--- config.mk ---
export PLATFORM = sky130hd
export DESIGN_NAME = adc5g_ctrl
export DESIGN_NICKNAME = d
export VERILOG_FILES = /design/src/design/adc5g_ctrl_pkg.sv /design/src/design/adc3wire_engine.sv /design/src/design/adc5g_ctrl.sv /design/src/design/adc_reg_port.sv /design/src/design/adc_reset_gen.sv
export SDC_FILE = /design/constraint.sdc
export NUM_CORES = 1
export LEC_CHECK = 0
export ABC_AREA = 1
export BUFFER_PORTS_ARGS = -buffer_cell sky130_fd_sc_hd__buf_2
export CAP_MARGIN = 40
export CORE_UTILIZATION = 53
export DETAILED_ROUTE_END_ITERATION = 8
export PLACE_DENSITY = 0.77
export SETUP_SLACK_MARGIN = 0.3
export SYNTH_ARGS = -nofsm -noshare
export SYNTH_HDL_FRONTEND = slang
export SYNTH_HIERARCHICAL = 1
export SYNTH_SLANG_ARGS = --single-unit
--- constraint.sdc ---
create_clock -name OPB_Clk -period 3.11 [get_ports OPB_Clk]
set_input_delay 0.933 -clock OPB_Clk [delete_from_list [all_inputs] [get_ports OPB_Clk]]
set_output_delay 0.933 -clock OPB_Clk [all_outputs]
set_load 0.05 [all_outputs]
--- src/design/adc5g_ctrl_pkg.sv ---
// ADC5G controller definitions
`default_nettype none

package adc5g_ctrl_pkg;

  // host register port
  localparam int DATA_W    = 32;
  localparam int REG_IDX_W = 3;

  localparam logic [REG_IDX_W-1:0] REG_CTRL   = 3'd0;
  localparam logic [REG_IDX_W-1:0] REG_CONFIG = 3'd1;

  // serial frame layout, address then data
  localparam int CFG_ADDR_W = 8;
  localparam int CFG_DATA_W = 16;
  localparam int FRAME_W    = CFG_ADDR_W + CFG_DATA_W;
  localparam int PROG_W     = $clog2(FRAME_W + 1); // bit counter, holds FRAME_W

  // dcm unlock counter
  localparam int CNT_W = 16;

  // sclk period is 2**SCLK_DIV_W OPB_Clk cycles
  localparam int SCLK_DIV_W = 5;

  localparam logic [SCLK_DIV_W-1:0] SCLK_PRERISE = 5'd15; // read sample point
  localparam logic [SCLK_DIV_W-1:0] SCLK_MIDHIGH = 5'd24; // frame may end here

  // adc reset pulse
  localparam int RST_LENGTH = 16;
  localparam int RST_CNT_W  = $clog2(RST_LENGTH + 1);

  // 3-wire engine states
  typedef enum logic [2:0] {
    IDLE,
    CLKWAIT,
    ADDR,
    WRITE,
    READWAIT,
    READ,
    ALMOST_DONE,
    FINISH
  } cfg_state_t;

endpackage

`default_nettype wire

--- src/design/adc3wire_engine.sv ---
// ADC 3-wire serial engine
`timescale 1ns/1ps
`default_nettype none

module adc3wire_engine (
  input  wire                                   OPB_Clk,
  input  wire                                   reset,
  input  wire                                   cfg_req,
  input  wire [adc5g_ctrl_pkg::CFG_ADDR_W-1:0]  cfg_addr,
  input  wire [adc5g_ctrl_pkg::CFG_DATA_W-1:0]  cfg_data,
  input  wire                                   sdata_in,
  output logic                                  cfg_ack,
  output logic [adc5g_ctrl_pkg::CFG_DATA_W-1:0] rd_data,
  output logic                                  sclk,
  output logic                                  sdata,
  output logic                                  modepin
);
  import adc5g_ctrl_pkg::*;

  cfg_state_t            state;
  logic [SCLK_DIV_W-1:0] div_cnt;
  logic [PROG_W-1:0]     bit_cnt;
  logic [FRAME_W-1:0]    tx_shift;
  logic [CFG_DATA_W-1:0] rx_shift;
  logic                  writing;
  logic                  falling;
  logic                  prerise;
  logic                  midhigh;

  assign falling = div_cnt == '0;
  assign prerise = div_cnt == SCLK_PRERISE;
  assign midhigh = div_cnt == SCLK_MIDHIGH;

  // divider only runs while a frame is active
  always_ff @(posedge OPB_Clk) begin
    if (reset || state == IDLE) begin
      div_cnt <= '0;
    end else begin
      div_cnt <= div_cnt + 1'b1;
    end
  end

  always_ff @(posedge OPB_Clk) begin
    if (reset) begin
      state   <= IDLE;
      cfg_ack <= 1'b0;
      writing <= 1'b0;
      bit_cnt <= '0;
    end else begin
      if (cfg_ack && !cfg_req) begin
        cfg_ack <= 1'b0;
      end
      case (state)
        IDLE: begin
          if (cfg_req && !cfg_ack) begin
            state    <= CLKWAIT;
            writing  <= cfg_addr[CFG_ADDR_W-1]; // bit 7 set means write
            tx_shift <= {cfg_addr, cfg_data};
            rx_shift <= '0;
          end
        end
        CLKWAIT: begin
          if (falling) begin
            state   <= ADDR;
            bit_cnt <= '0;
          end
        end
        ADDR: begin
          if (falling) begin
            tx_shift <= tx_shift << 1;
            bit_cnt  <= bit_cnt + 1'b1;
            if (bit_cnt == PROG_W'(CFG_ADDR_W - 1)) begin
              state <= writing ? WRITE : READWAIT;
            end
          end
        end
        WRITE: begin
          if (falling) begin
            tx_shift <= tx_shift << 1;
            bit_cnt  <= bit_cnt + 1'b1;
          end
          if (midhigh && bit_cnt == PROG_W'(FRAME_W - 1)) begin
            state <= ALMOST_DONE;
          end
        end
        READWAIT: begin
          if (falling) begin
            state <= READ; // one silent sclk period
          end
        end
        READ: begin
          if (prerise) begin
            rx_shift <= {rx_shift[CFG_DATA_W-2:0], sdata_in};
            bit_cnt  <= bit_cnt + 1'b1;
          end
          if (midhigh && bit_cnt == PROG_W'(FRAME_W)) begin
            state <= ALMOST_DONE;
          end
        end
        ALMOST_DONE: begin
          if (prerise) begin
            state <= FINISH;
          end
        end
        FINISH: begin
          if (falling) begin
            state   <= IDLE;
            cfg_ack <= 1'b1;
          end
        end
        default: begin
          state <= IDLE;
        end
      endcase
    end
  end

  assign rd_data = rx_shift;
  assign sdata   = tx_shift[FRAME_W-1]; // msb first
  assign modepin = !(state inside {ADDR, WRITE, READWAIT, READ});
  assign sclk    = div_cnt[SCLK_DIV_W-1] && !(state inside {READWAIT, FINISH});

  a_ack_from_finish: assert property (@(posedge OPB_Clk) disable iff (reset)
    $rose(cfg_ack) |-> $past(state) == FINISH)
    else $error("cfg_ack rose outside FINISH");

  a_idle_quiet: assert property (@(posedge OPB_Clk) disable iff (reset)
    state == IDLE |-> !sclk)
    else $error("sclk running while idle");

endmodule

`default_nettype wire

--- src/design/adc5g_ctrl.sv ---
// ADC5G configuration controller
`timescale 1ns/1ps
`default_nettype none

module adc5g_ctrl (
  input  wire                                  OPB_Clk,
  input  wire                                  reset,
  input  wire                                  req,
  input  wire                                  we,
  input  wire [adc5g_ctrl_pkg::REG_IDX_W-1:0]  idx,
  input  wire [adc5g_ctrl_pkg::DATA_W-1:0]     wdata,
  input  wire                                  dcm_locked,
  input  wire                                  adc_sdata_in,
  output logic                                 ack,
  output logic [adc5g_ctrl_pkg::DATA_W-1:0]    rdata,
  output logic                                 adc_sclk,
  output logic                                 adc_sdata,
  output logic                                 adc_modepin,
  output logic                                 adc_reset,
  output logic                                 adc_spi_rst
);
  import adc5g_ctrl_pkg::*;

  logic                  rst_req;
  logic                  cfg_req;
  logic                  cfg_ack;
  logic [CFG_ADDR_W-1:0] cfg_addr;
  logic [CFG_DATA_W-1:0] cfg_data;
  logic [CFG_DATA_W-1:0] rd_data;

  assign adc_spi_rst = 1'b1; // spi reset unused, held inactive

  adc_reg_port u_reg_port (
    .OPB_Clk    (OPB_Clk),
    .reset      (reset),
    .req        (req),
    .we         (we),
    .idx        (idx),
    .wdata      (wdata),
    .dcm_locked (dcm_locked),
    .cfg_ack    (cfg_ack),
    .rd_data    (rd_data),
    .adc_reset  (adc_reset),
    .ack        (ack),
    .rdata      (rdata),
    .rst_req    (rst_req),
    .cfg_req    (cfg_req),
    .cfg_addr   (cfg_addr),
    .cfg_data   (cfg_data)
  );

  adc3wire_engine u_engine (
    .OPB_Clk  (OPB_Clk),
    .reset    (reset),
    .cfg_req  (cfg_req),
    .cfg_addr (cfg_addr),
    .cfg_data (cfg_data),
    .sdata_in (adc_sdata_in),
    .cfg_ack  (cfg_ack),
    .rd_data  (rd_data),
    .sclk     (adc_sclk),
    .sdata    (adc_sdata),
    .modepin  (adc_modepin)
  );

  adc_reset_gen u_reset_gen (
    .OPB_Clk   (OPB_Clk),
    .reset     (reset),
    .rst_req   (rst_req),
    .adc_reset (adc_reset)
  );

endmodule

`default_nettype wire

--- src/design/adc_reg_port.sv ---
// ADC host register port
`timescale 1ns/1ps
`default_nettype none

module adc_reg_port (
  input  wire                                   OPB_Clk,
  input  wire                                   reset,
  input  wire                                   req,
  input  wire                                   we,
  input  wire [adc5g_ctrl_pkg::REG_IDX_W-1:0]   idx,
  input  wire [adc5g_ctrl_pkg::DATA_W-1:0]      wdata,
  input  wire                                   dcm_locked,
  input  wire                                   cfg_ack,
  input  wire [adc5g_ctrl_pkg::CFG_DATA_W-1:0]  rd_data,
  input  wire                                   adc_reset,
  output logic                                  ack,
  output logic [adc5g_ctrl_pkg::DATA_W-1:0]     rdata,
  output logic                                  rst_req,
  output logic                                  cfg_req,
  output logic [adc5g_ctrl_pkg::CFG_ADDR_W-1:0] cfg_addr,
  output logic [adc5g_ctrl_pkg::CFG_DATA_W-1:0] cfg_data
);
  import adc5g_ctrl_pkg::*;

  logic [CNT_W-1:0]      unlock_cnt;
  logic [CFG_DATA_W-1:0] last_rd;
  logic                  cfg_done;
  logic                  accept;

  assign cfg_done = !cfg_req && !cfg_ack; // nothing in flight

  // a CONFIG write waits here until the engine is free
  assign accept = req && !ack && !(we && idx == REG_CONFIG && !cfg_done);

  always_ff @(posedge OPB_Clk) begin
    if (reset) begin
      ack      <= 1'b0;
      rdata    <= '0;
      rst_req  <= 1'b0;
      cfg_req  <= 1'b0;
      cfg_addr <= '0;
      cfg_data <= '0;
      last_rd  <= '0;
    end else begin
      rst_req <= 1'b0;
      if (!req) begin
        ack <= 1'b0; // second half of the host handshake
      end
      if (cfg_req && cfg_ack) begin
        cfg_req <= 1'b0;
        last_rd <= rd_data;
      end
      if (accept) begin
        ack <= 1'b1;
        case (idx)
          REG_CTRL: begin
            rdata <= {{(DATA_W - CNT_W - 1){1'b0}}, adc_reset, unlock_cnt};
            if (we) begin
              rst_req <= wdata[0];
            end
          end
          REG_CONFIG: begin
            rdata <= {last_rd, cfg_addr, {(DATA_W - CFG_DATA_W - CFG_ADDR_W - 1){1'b0}},
                      cfg_done};
            if (we) begin
              cfg_data <= wdata[CFG_DATA_W-1:0];
              cfg_addr <= wdata[CFG_DATA_W +: CFG_ADDR_W];
              cfg_req  <= wdata[DATA_W-1]; // start bit
            end
          end
          default: begin
            rdata <= '0;
          end
        endcase
      end
    end
  end

  // cycles with the sampling dcm unlocked, wraps
  always_ff @(posedge OPB_Clk) begin
    if (reset) begin
      unlock_cnt <= '0;
    end else if (!dcm_locked) begin
      unlock_cnt <= unlock_cnt + 1'b1;
    end
  end

  a_ack_after_req: assert property (@(posedge OPB_Clk) disable iff (reset)
    ack |-> $past(req))
    else $error("ack without a pending req");

  a_cfg_req_held: assert property (@(posedge OPB_Clk) disable iff (reset)
    $fell(cfg_req) |-> $past(cfg_ack))
    else $error("cfg_req dropped before cfg_ack");

endmodule

`default_nettype wire

--- src/design/adc_reset_gen.sv ---
// ADC reset pulse timer
`timescale 1ns/1ps
`default_nettype none

module adc_reset_gen (
  input  wire  OPB_Clk,
  input  wire  reset,
  input  wire  rst_req,
  output logic adc_reset
);
  import adc5g_ctrl_pkg::*;

  logic [RST_CNT_W-1:0] rst_cnt;

  // reloads on system reset or a host request, a new request restarts it
  always_ff @(posedge OPB_Clk) begin
    if (reset || rst_req) begin
      rst_cnt <= RST_CNT_W'(RST_LENGTH);
    end else if (rst_cnt != '0) begin
      rst_cnt <= rst_cnt - 1'b1;
    end
  end

  assign adc_reset = rst_cnt != '0;

  a_full_pulse: assert property (@(posedge OPB_Clk) disable iff (reset)
    $fell(adc_reset) |-> $past(rst_cnt) == RST_CNT_W'(1))
    else $error("adc_reset cut short");

endmodule

`default_nettype wire

After elaboration in Yosys (flattened, before gate mapping)
Index checks and enable logic that the tools add are counted.

Register bits after elaboration: 151. Bits of input ports: 41. Output and inout bits: 38. Logic and storage cells: 117.

$add $sub $neg: 4. Equal/unequal tests: 25. Mux-type cells: 31. Bitwise gates (word level): 4. Reduce and logical (&&, ||, !) cells: 37.

Operator list (number): $pmux W32 S2 (1); $mux W24 (2); $pmux W24 S2 (1); $mux W16 (2); $pmux W16 S2 (1); $mux W3 (10); $pmux W3 S8 (1); $ne A2 B1 Y1 const B (11); $add A16 B1 Y16 const B (1); $eq A5 B5 Y1 const B (3); $mux W5 (3); $pmux W5 S3 (1); $eq A3 B3 Y1 const B (4); $reduce_and A4 Y1 (3); $logic_and A1 B1 Y1 (11); $add A5 B1 Y5 const B (2); $mux W1 (9); $reduce_and A9 Y1 (1); $logic_not A1 Y1 (7); $eq A3 B1 Y1 const B (2); $eq A3 B2 Y1 const B (2); $logic_not A3 Y1 (2); $reduce_bool A2 Y1 (3); $eq A5 B3 Y1 const B (1); 13 further kinds (17).

Logic depth before layout (Yosys ltp)
Depth after elaboration: 8. Depth in mapped cells: 12. Depth with buffers taken out: 12.

Hierarchy
Netlist, hierarchy kept.

Modules (own cells, without submodules): adc_reg_port (times used 1, cells each 570, area each 3990.1 µm², sequential area each 1821.7 µm²); adc3wire_engine (times used 1, cells each 313, area each 2693.8 µm², sequential area each 1501.4 µm²); adc_reset_gen (times used 1, cells each 35, area each 249.0 µm², sequential area each 100.1 µm²); adc5g_ctrl (times used 1, cells each 2, area each 11.3 µm², sequential area each 0.0 µm²).

Least setup slack after synthesis
Ideal clock, no wire load.

Path type: input to register. Start: in reset. End: reg u_engine.tx_shift[0] (enable). Library setup time: 0.435 ns. Arrival: 2.865 ns. Required time: 2.675 ns. Path slack: -0.190 ns. Cell stages on the path: 3. Buffers on the path: 0. Cells stage by stage: inv_1 > nand2_1 > nor3_1.

Word-level cells in the longest chain between the ends: 2.

RTL lines: start: declaration (line adc5g_ctrl.sv:7) `input wire reset,`; $not A1 Y1 (no source line); $reduce_and A4 Y1 (no source line); end signal: assignment (line adc3wire_engine.sv:58) `tx_shift <= {cfg_addr, cfg_data};`; end signal: assignment (line adc3wire_engine.sv:70) `tx_shift <= tx_shift << 1;`; end signal: assignment (line adc3wire_engine.sv:79) `tx_shift <= tx_shift << 1;`; end: declaration (line adc3wire_engine.sv:23) `logic [FRAME_W-1:0] tx_shift;`.

No other way between the ends. A chain may end at the register's enable or synchronous reset.

Worst setup path after layout
Start: reg u_engine.state[1]. End: out adc_modepin.

Word-level cells in the longest chain between the ends: 3. Elaborated cells on any way between the ends: 6. Classes of those cells: eq/ne (4); reduce/logical (2).

RTL lines: start: declaration (line adc3wire_engine.sv:20) `cfg_state_t state;`; start signal: assignment (line adc3wire_engine.sv:73) `state <= writing ? WRITE : READWAIT;`; $eq A3 B2 Y1 or $eq A3 B3 Y1 (tied branches) (line adc3wire_engine.sv:120) `assign modepin = !(state inside {ADDR, WRITE, READWAIT, READ});`; $reduce_bool A4 Y1 (*) (line adc3wire_engine.sv:120); $logic_not A1 Y1 (*) (line adc3wire_engine.sv:120); end: declaration (line adc5g_ctrl.sv:18) `output logic adc_modepin,`.

Every way passes the cells marked *; elsewhere a longest branch is shown, timed or not.

==> results.py <==
metrics = {
    "status": {
        "run_status": "completed",
    },
    "routing": {
        "detail_route.wirelength_mm": 14.8,
        "post-route-drc-count": 0,
        "vias": 5846,
        "1st_iter_drt_viols": 511,
        "detailedRoute.firstPassIterationCount": 5,
        "avgRoutedWirePerCell_um": 12.7,
        "drt.antenna.violating_nets": 0,
        "via_per_inst": 5.03,
    },
    "floorplanning": {
        "dieWidth_um": 116,
        "die_y_um": 116,
        "ios": 79,
        "fp-row-count": 41,
        "core_region_area_um2": 12700,
        "floorplan.die_area_um2": 13600,
        "initial_core_util": 0.546,
    },
    "power": {
        "ir_worst_vdd_mv": 0.449,
        "power_density_nw_per_um2": 699,
        "power_leakage_uw": 0.00349,
    },
    "sta": {
        "tightest_slew_ns": 0.905,
        "unrepaired_setup_endpoints_after_global_routing": "false",
        "maxSlewViolCount": 0,
        "max_freq_mhz": 374,
        "setup_viol_count_final": 0,
        "layout_setup_ws_ns": 0.433,
        "layout_min_cycle_time_ns": 2.68,
        "worst_slew_margin_rel": 0.395,
        "finalHoldViolations": 0,
        "fin_skew_ns": 0.00863,
        "final.period_utilization": 0.861,
        "fin_tns_setup_ns": 0,
    },
    "min_path": {
        "hold_class": "register to register",
        "worstHoldEndpoint": "u_reset_gen/rst_cnt[4]",
        "launch_instance_of_the_worst_min_delay_path": "u_reset_gen/rst_cnt[4]",
        "timing.hold.worst_path_depth": 2,
    },
    "synthesis": {
        "synth_area_leader_cell": "dfxtp_1",
        "synthesis.nets": 968,
        "synth_ff_type": "dfxtp_1",
        "post_synth_main_area_contributors": "dfxtp_1 (32%), edfxtp_1 (17%), nand2_1 (11%)",
        "ff_latch_count_synth": 151,
        "post_synth.cell_area_avg_um2": 7.55,
        "yosys_warnings": 6,
        "synthCells": 920,
        "synth_seq_area_share": 0.493,
        "post_synth_instance_area_um2": 6940,
        "yosysTopAreaCellShare": 0.320,
        "synth_edf_count": 40,
        "async_flop_share": 0,
        "synth.lib_cells_used.distinct": 38,
    },
    "setup_path": {
        "crit_path_start": "u_engine/state[1]",
        "slowest_delay_ns": 0.44,
        "worstSetupPathType": "register to primary output",
        "critPathRequiredTime_ns": 2.18,
        "timing.rr.end": "u_engine/tx_shift[18]",
        "critical_path_depth": 5,
        "reg2reg_depth": 7,
        "crit_path_cell_trace": "inv_4 -> nand3_4 -> nand2_1 -> a21oi_1 -> clkbuf_4",
        "timing.rr.start": "u_engine/div_cnt[0]",
        "worst_setup_path_end_kind": "primary output",
        "worst-path-buf-inv": 2,
        "critical_path_peak_fanout": 21,
        "critPathLaunchType": "register",
        "worst_ep_arrival_time_ns": 1.74,
        "r2r_slack_ns": 1.18,
        "crit_family": "flip-flops",
        "critical-path-slowest-cell": "dfxtp_4",
    },
    "clock_tree": {
        "cts_max_path_buffers": 2,
        "path_clk_slew_ns": 0.06,
        "postCtsHoldBufs": 0,
        "clk_sinks": 151,
        "cts_inserted_buffers": 17,
        "clock-root-buffer": "clkbuf_16",
        "h_tree_levels": 4,
        "clock_insertion_delay_worst_skew_ns": 0.42,
        "tritoncts": "yes",
    },
    "cells_and_area": {
        "finish.net_count": 1024,
        "final_layout_size_suffix_gt1_frac": 0.150,
        "area.growth.synth_to_final_pct": 15.7,
    },
    "place": {
        "port-buffer-count": 70,
        "placed_wire_length_estimate_mm": 9.54,
        "dp_worst_setup_slack_ns": 0.584,
        "gp_congestion": 0.869,
    },
    "global_routing": {
        "grt_use_total": 0.232,
        "first_pass_grt_wire_length_mm": 24.3,
        "grt_overflow_total": 0,
        "grt_antenna_before_repair": 1,
        "first_global_vias": 5254,
        "grt_max_degree": 58,
    },
    "job": {
        "maxCapViolCount": 0,
    },
}
==> power by group <==
group	switching (µW)	internal, µW
Clock	788	1390
Sequential	127	2270
Combinational	726	314
Total	1640	3970
==> state kept, by name, indices dropped and copies added (netlist names), 8 cells and up <==
name and count:
u_engine/rd_data 16, u_engine/tx_shift 24, u_reg_port/cfg_addr 8, u_reg_port/cfg_data 16
u_reg_port/last_rd 16, u_reg_port/rdata 32, u_reg_port/unlock_cnt 16
==> cell usage in the layout (no fill, tap or decap), types with 2 or more instances in the layout <==
cell	netlist	final
inv_4	2	5
dfxtp_2	0	2
clkbuf_16	0	20
nand4_1	36	36
edfxtp_1	40	40
inv_1	122	122
nor2_2	4	3
o21ai_1	6	6
nand3_1	51	51
o22ai_1	2	2
inv_6	1	2
dfxtp_1	111	108
nor3_1	12	11
nand2_1	201	201
nor2_1	147	147
nand2_2	4	4
nor3_2	2	2
a21oi_1	63	63
ha_1	7	7
nand2_4	4	4
o21ai_2	2	2
buf_2	13	69
nand3_2	3	3
nor2_4	2	3
bufinv_16	0	2
buf_4	5	10
o21ai_0	41	41
clkbuf_8	0	3
inv_2	3	3
==> final cells by class <==
class / instances / area [µm²]
inverter: 129 / 494
clock inverter: 8 / 100
timing repair buffer: 82 / 463
multi-input combinational: 595 / 2790
antenna: 1 / 2.50
tap: 172 / 215
fill: 1124 / 4680
sequential: 151 / 3430
clock buffer: 24 / 546
==> cell usage after synthesis (4+ instances only) <==
cell and count:
nand3_1 51, nor3_1 12, ha_1 7, edfxtp_1 40
buf_2 13, nand2_1 201, nor2_1 147, o21ai_0 41
a21oi_1 63, o21ai_1 6, buf_4 5, nor2_2 4
clkbuf_1 17, dfxtp_1 111, inv_1 122, buf_6 6
nand4_1 36, nand2_2 4, nand2_4 4
==> kinds of logic (layout without fill, tap and decap cells) <==
group	after synthesis	count (layout)	share of synthesized area
AOI/OAI and AO/OA	116	116	0.0858
xor gates and xnor gates	1	1	0.00126
adders and majority gates	7	7	0.0126
buffers and inverters	174	243	0.109
DFF	151	151	0.493
other	1	2	0.000540
and+or+nand+nor	470	470	0.298
==> worst max-delay path by stage <==
stage	endpoint	slack, ns
6_report	adc_modepin	0.43
5_1_grt	adc_modepin	0.37
4_1_cts	adc_modepin	0.33
3_5_place_dp	u_reg_port/rdata[8]	0.58
3_3_place_gp	u_engine/tx_shift[11]	0.57
2_1_floorplan	u_engine/tx_shift[0]	0.52
==> through the flow <==
stage / hold slack, ns / power [µW] / utilization / instance area [µm²] / std cells
2_1_floorplan: 0.418 / 3220 / - / 6950 / 920
3_3_place_gp: 0.428 / 3430 / 0.579 / 7370 / 1128
3_5_place_dp: 0.434 / 3460 / 0.580 / 7380 / 1129
4_1_cts: 0.449 / 5650 / 0.631 / 8030 / 1161
5_1_grt: 0.469 / 5900 / 0.632 / 8040 / 1162
6_report: 0.449 / 5610 / 0.632 / 8040 / 1162
==> worst reg2reg max path, delay by kind of cell, from the launching register on <==
kind,cells,cell delay (ns)
adder cells (fa/ha/maj),1,0.16
flip-flops,1,0.33
AND/OR/NAND/NOR,2,0.59
buffers and inverters,3,0.42
AO/OA/AOI/OAI,1,0.13
==> timing repair <==
action,4_1_cts,5_1_grt
endpoints found under the setup margin,1,1
gates resized for setup,2,3
buffers inserted,0,0
==> per-layer routing <==
metal | share of wire | vias to the layer above | track usage
met1 | 0.46 | 2633 | 0.304
li1 | - | 3050 | -
met2 | 0.48 | 147 | 0.377
met3 | 0.048 | 16 | 0.0493
met4 | 0.012 | 0 | 0.0889
met5 | 0 | - | 0
Power figures use the tool's default switching activity.
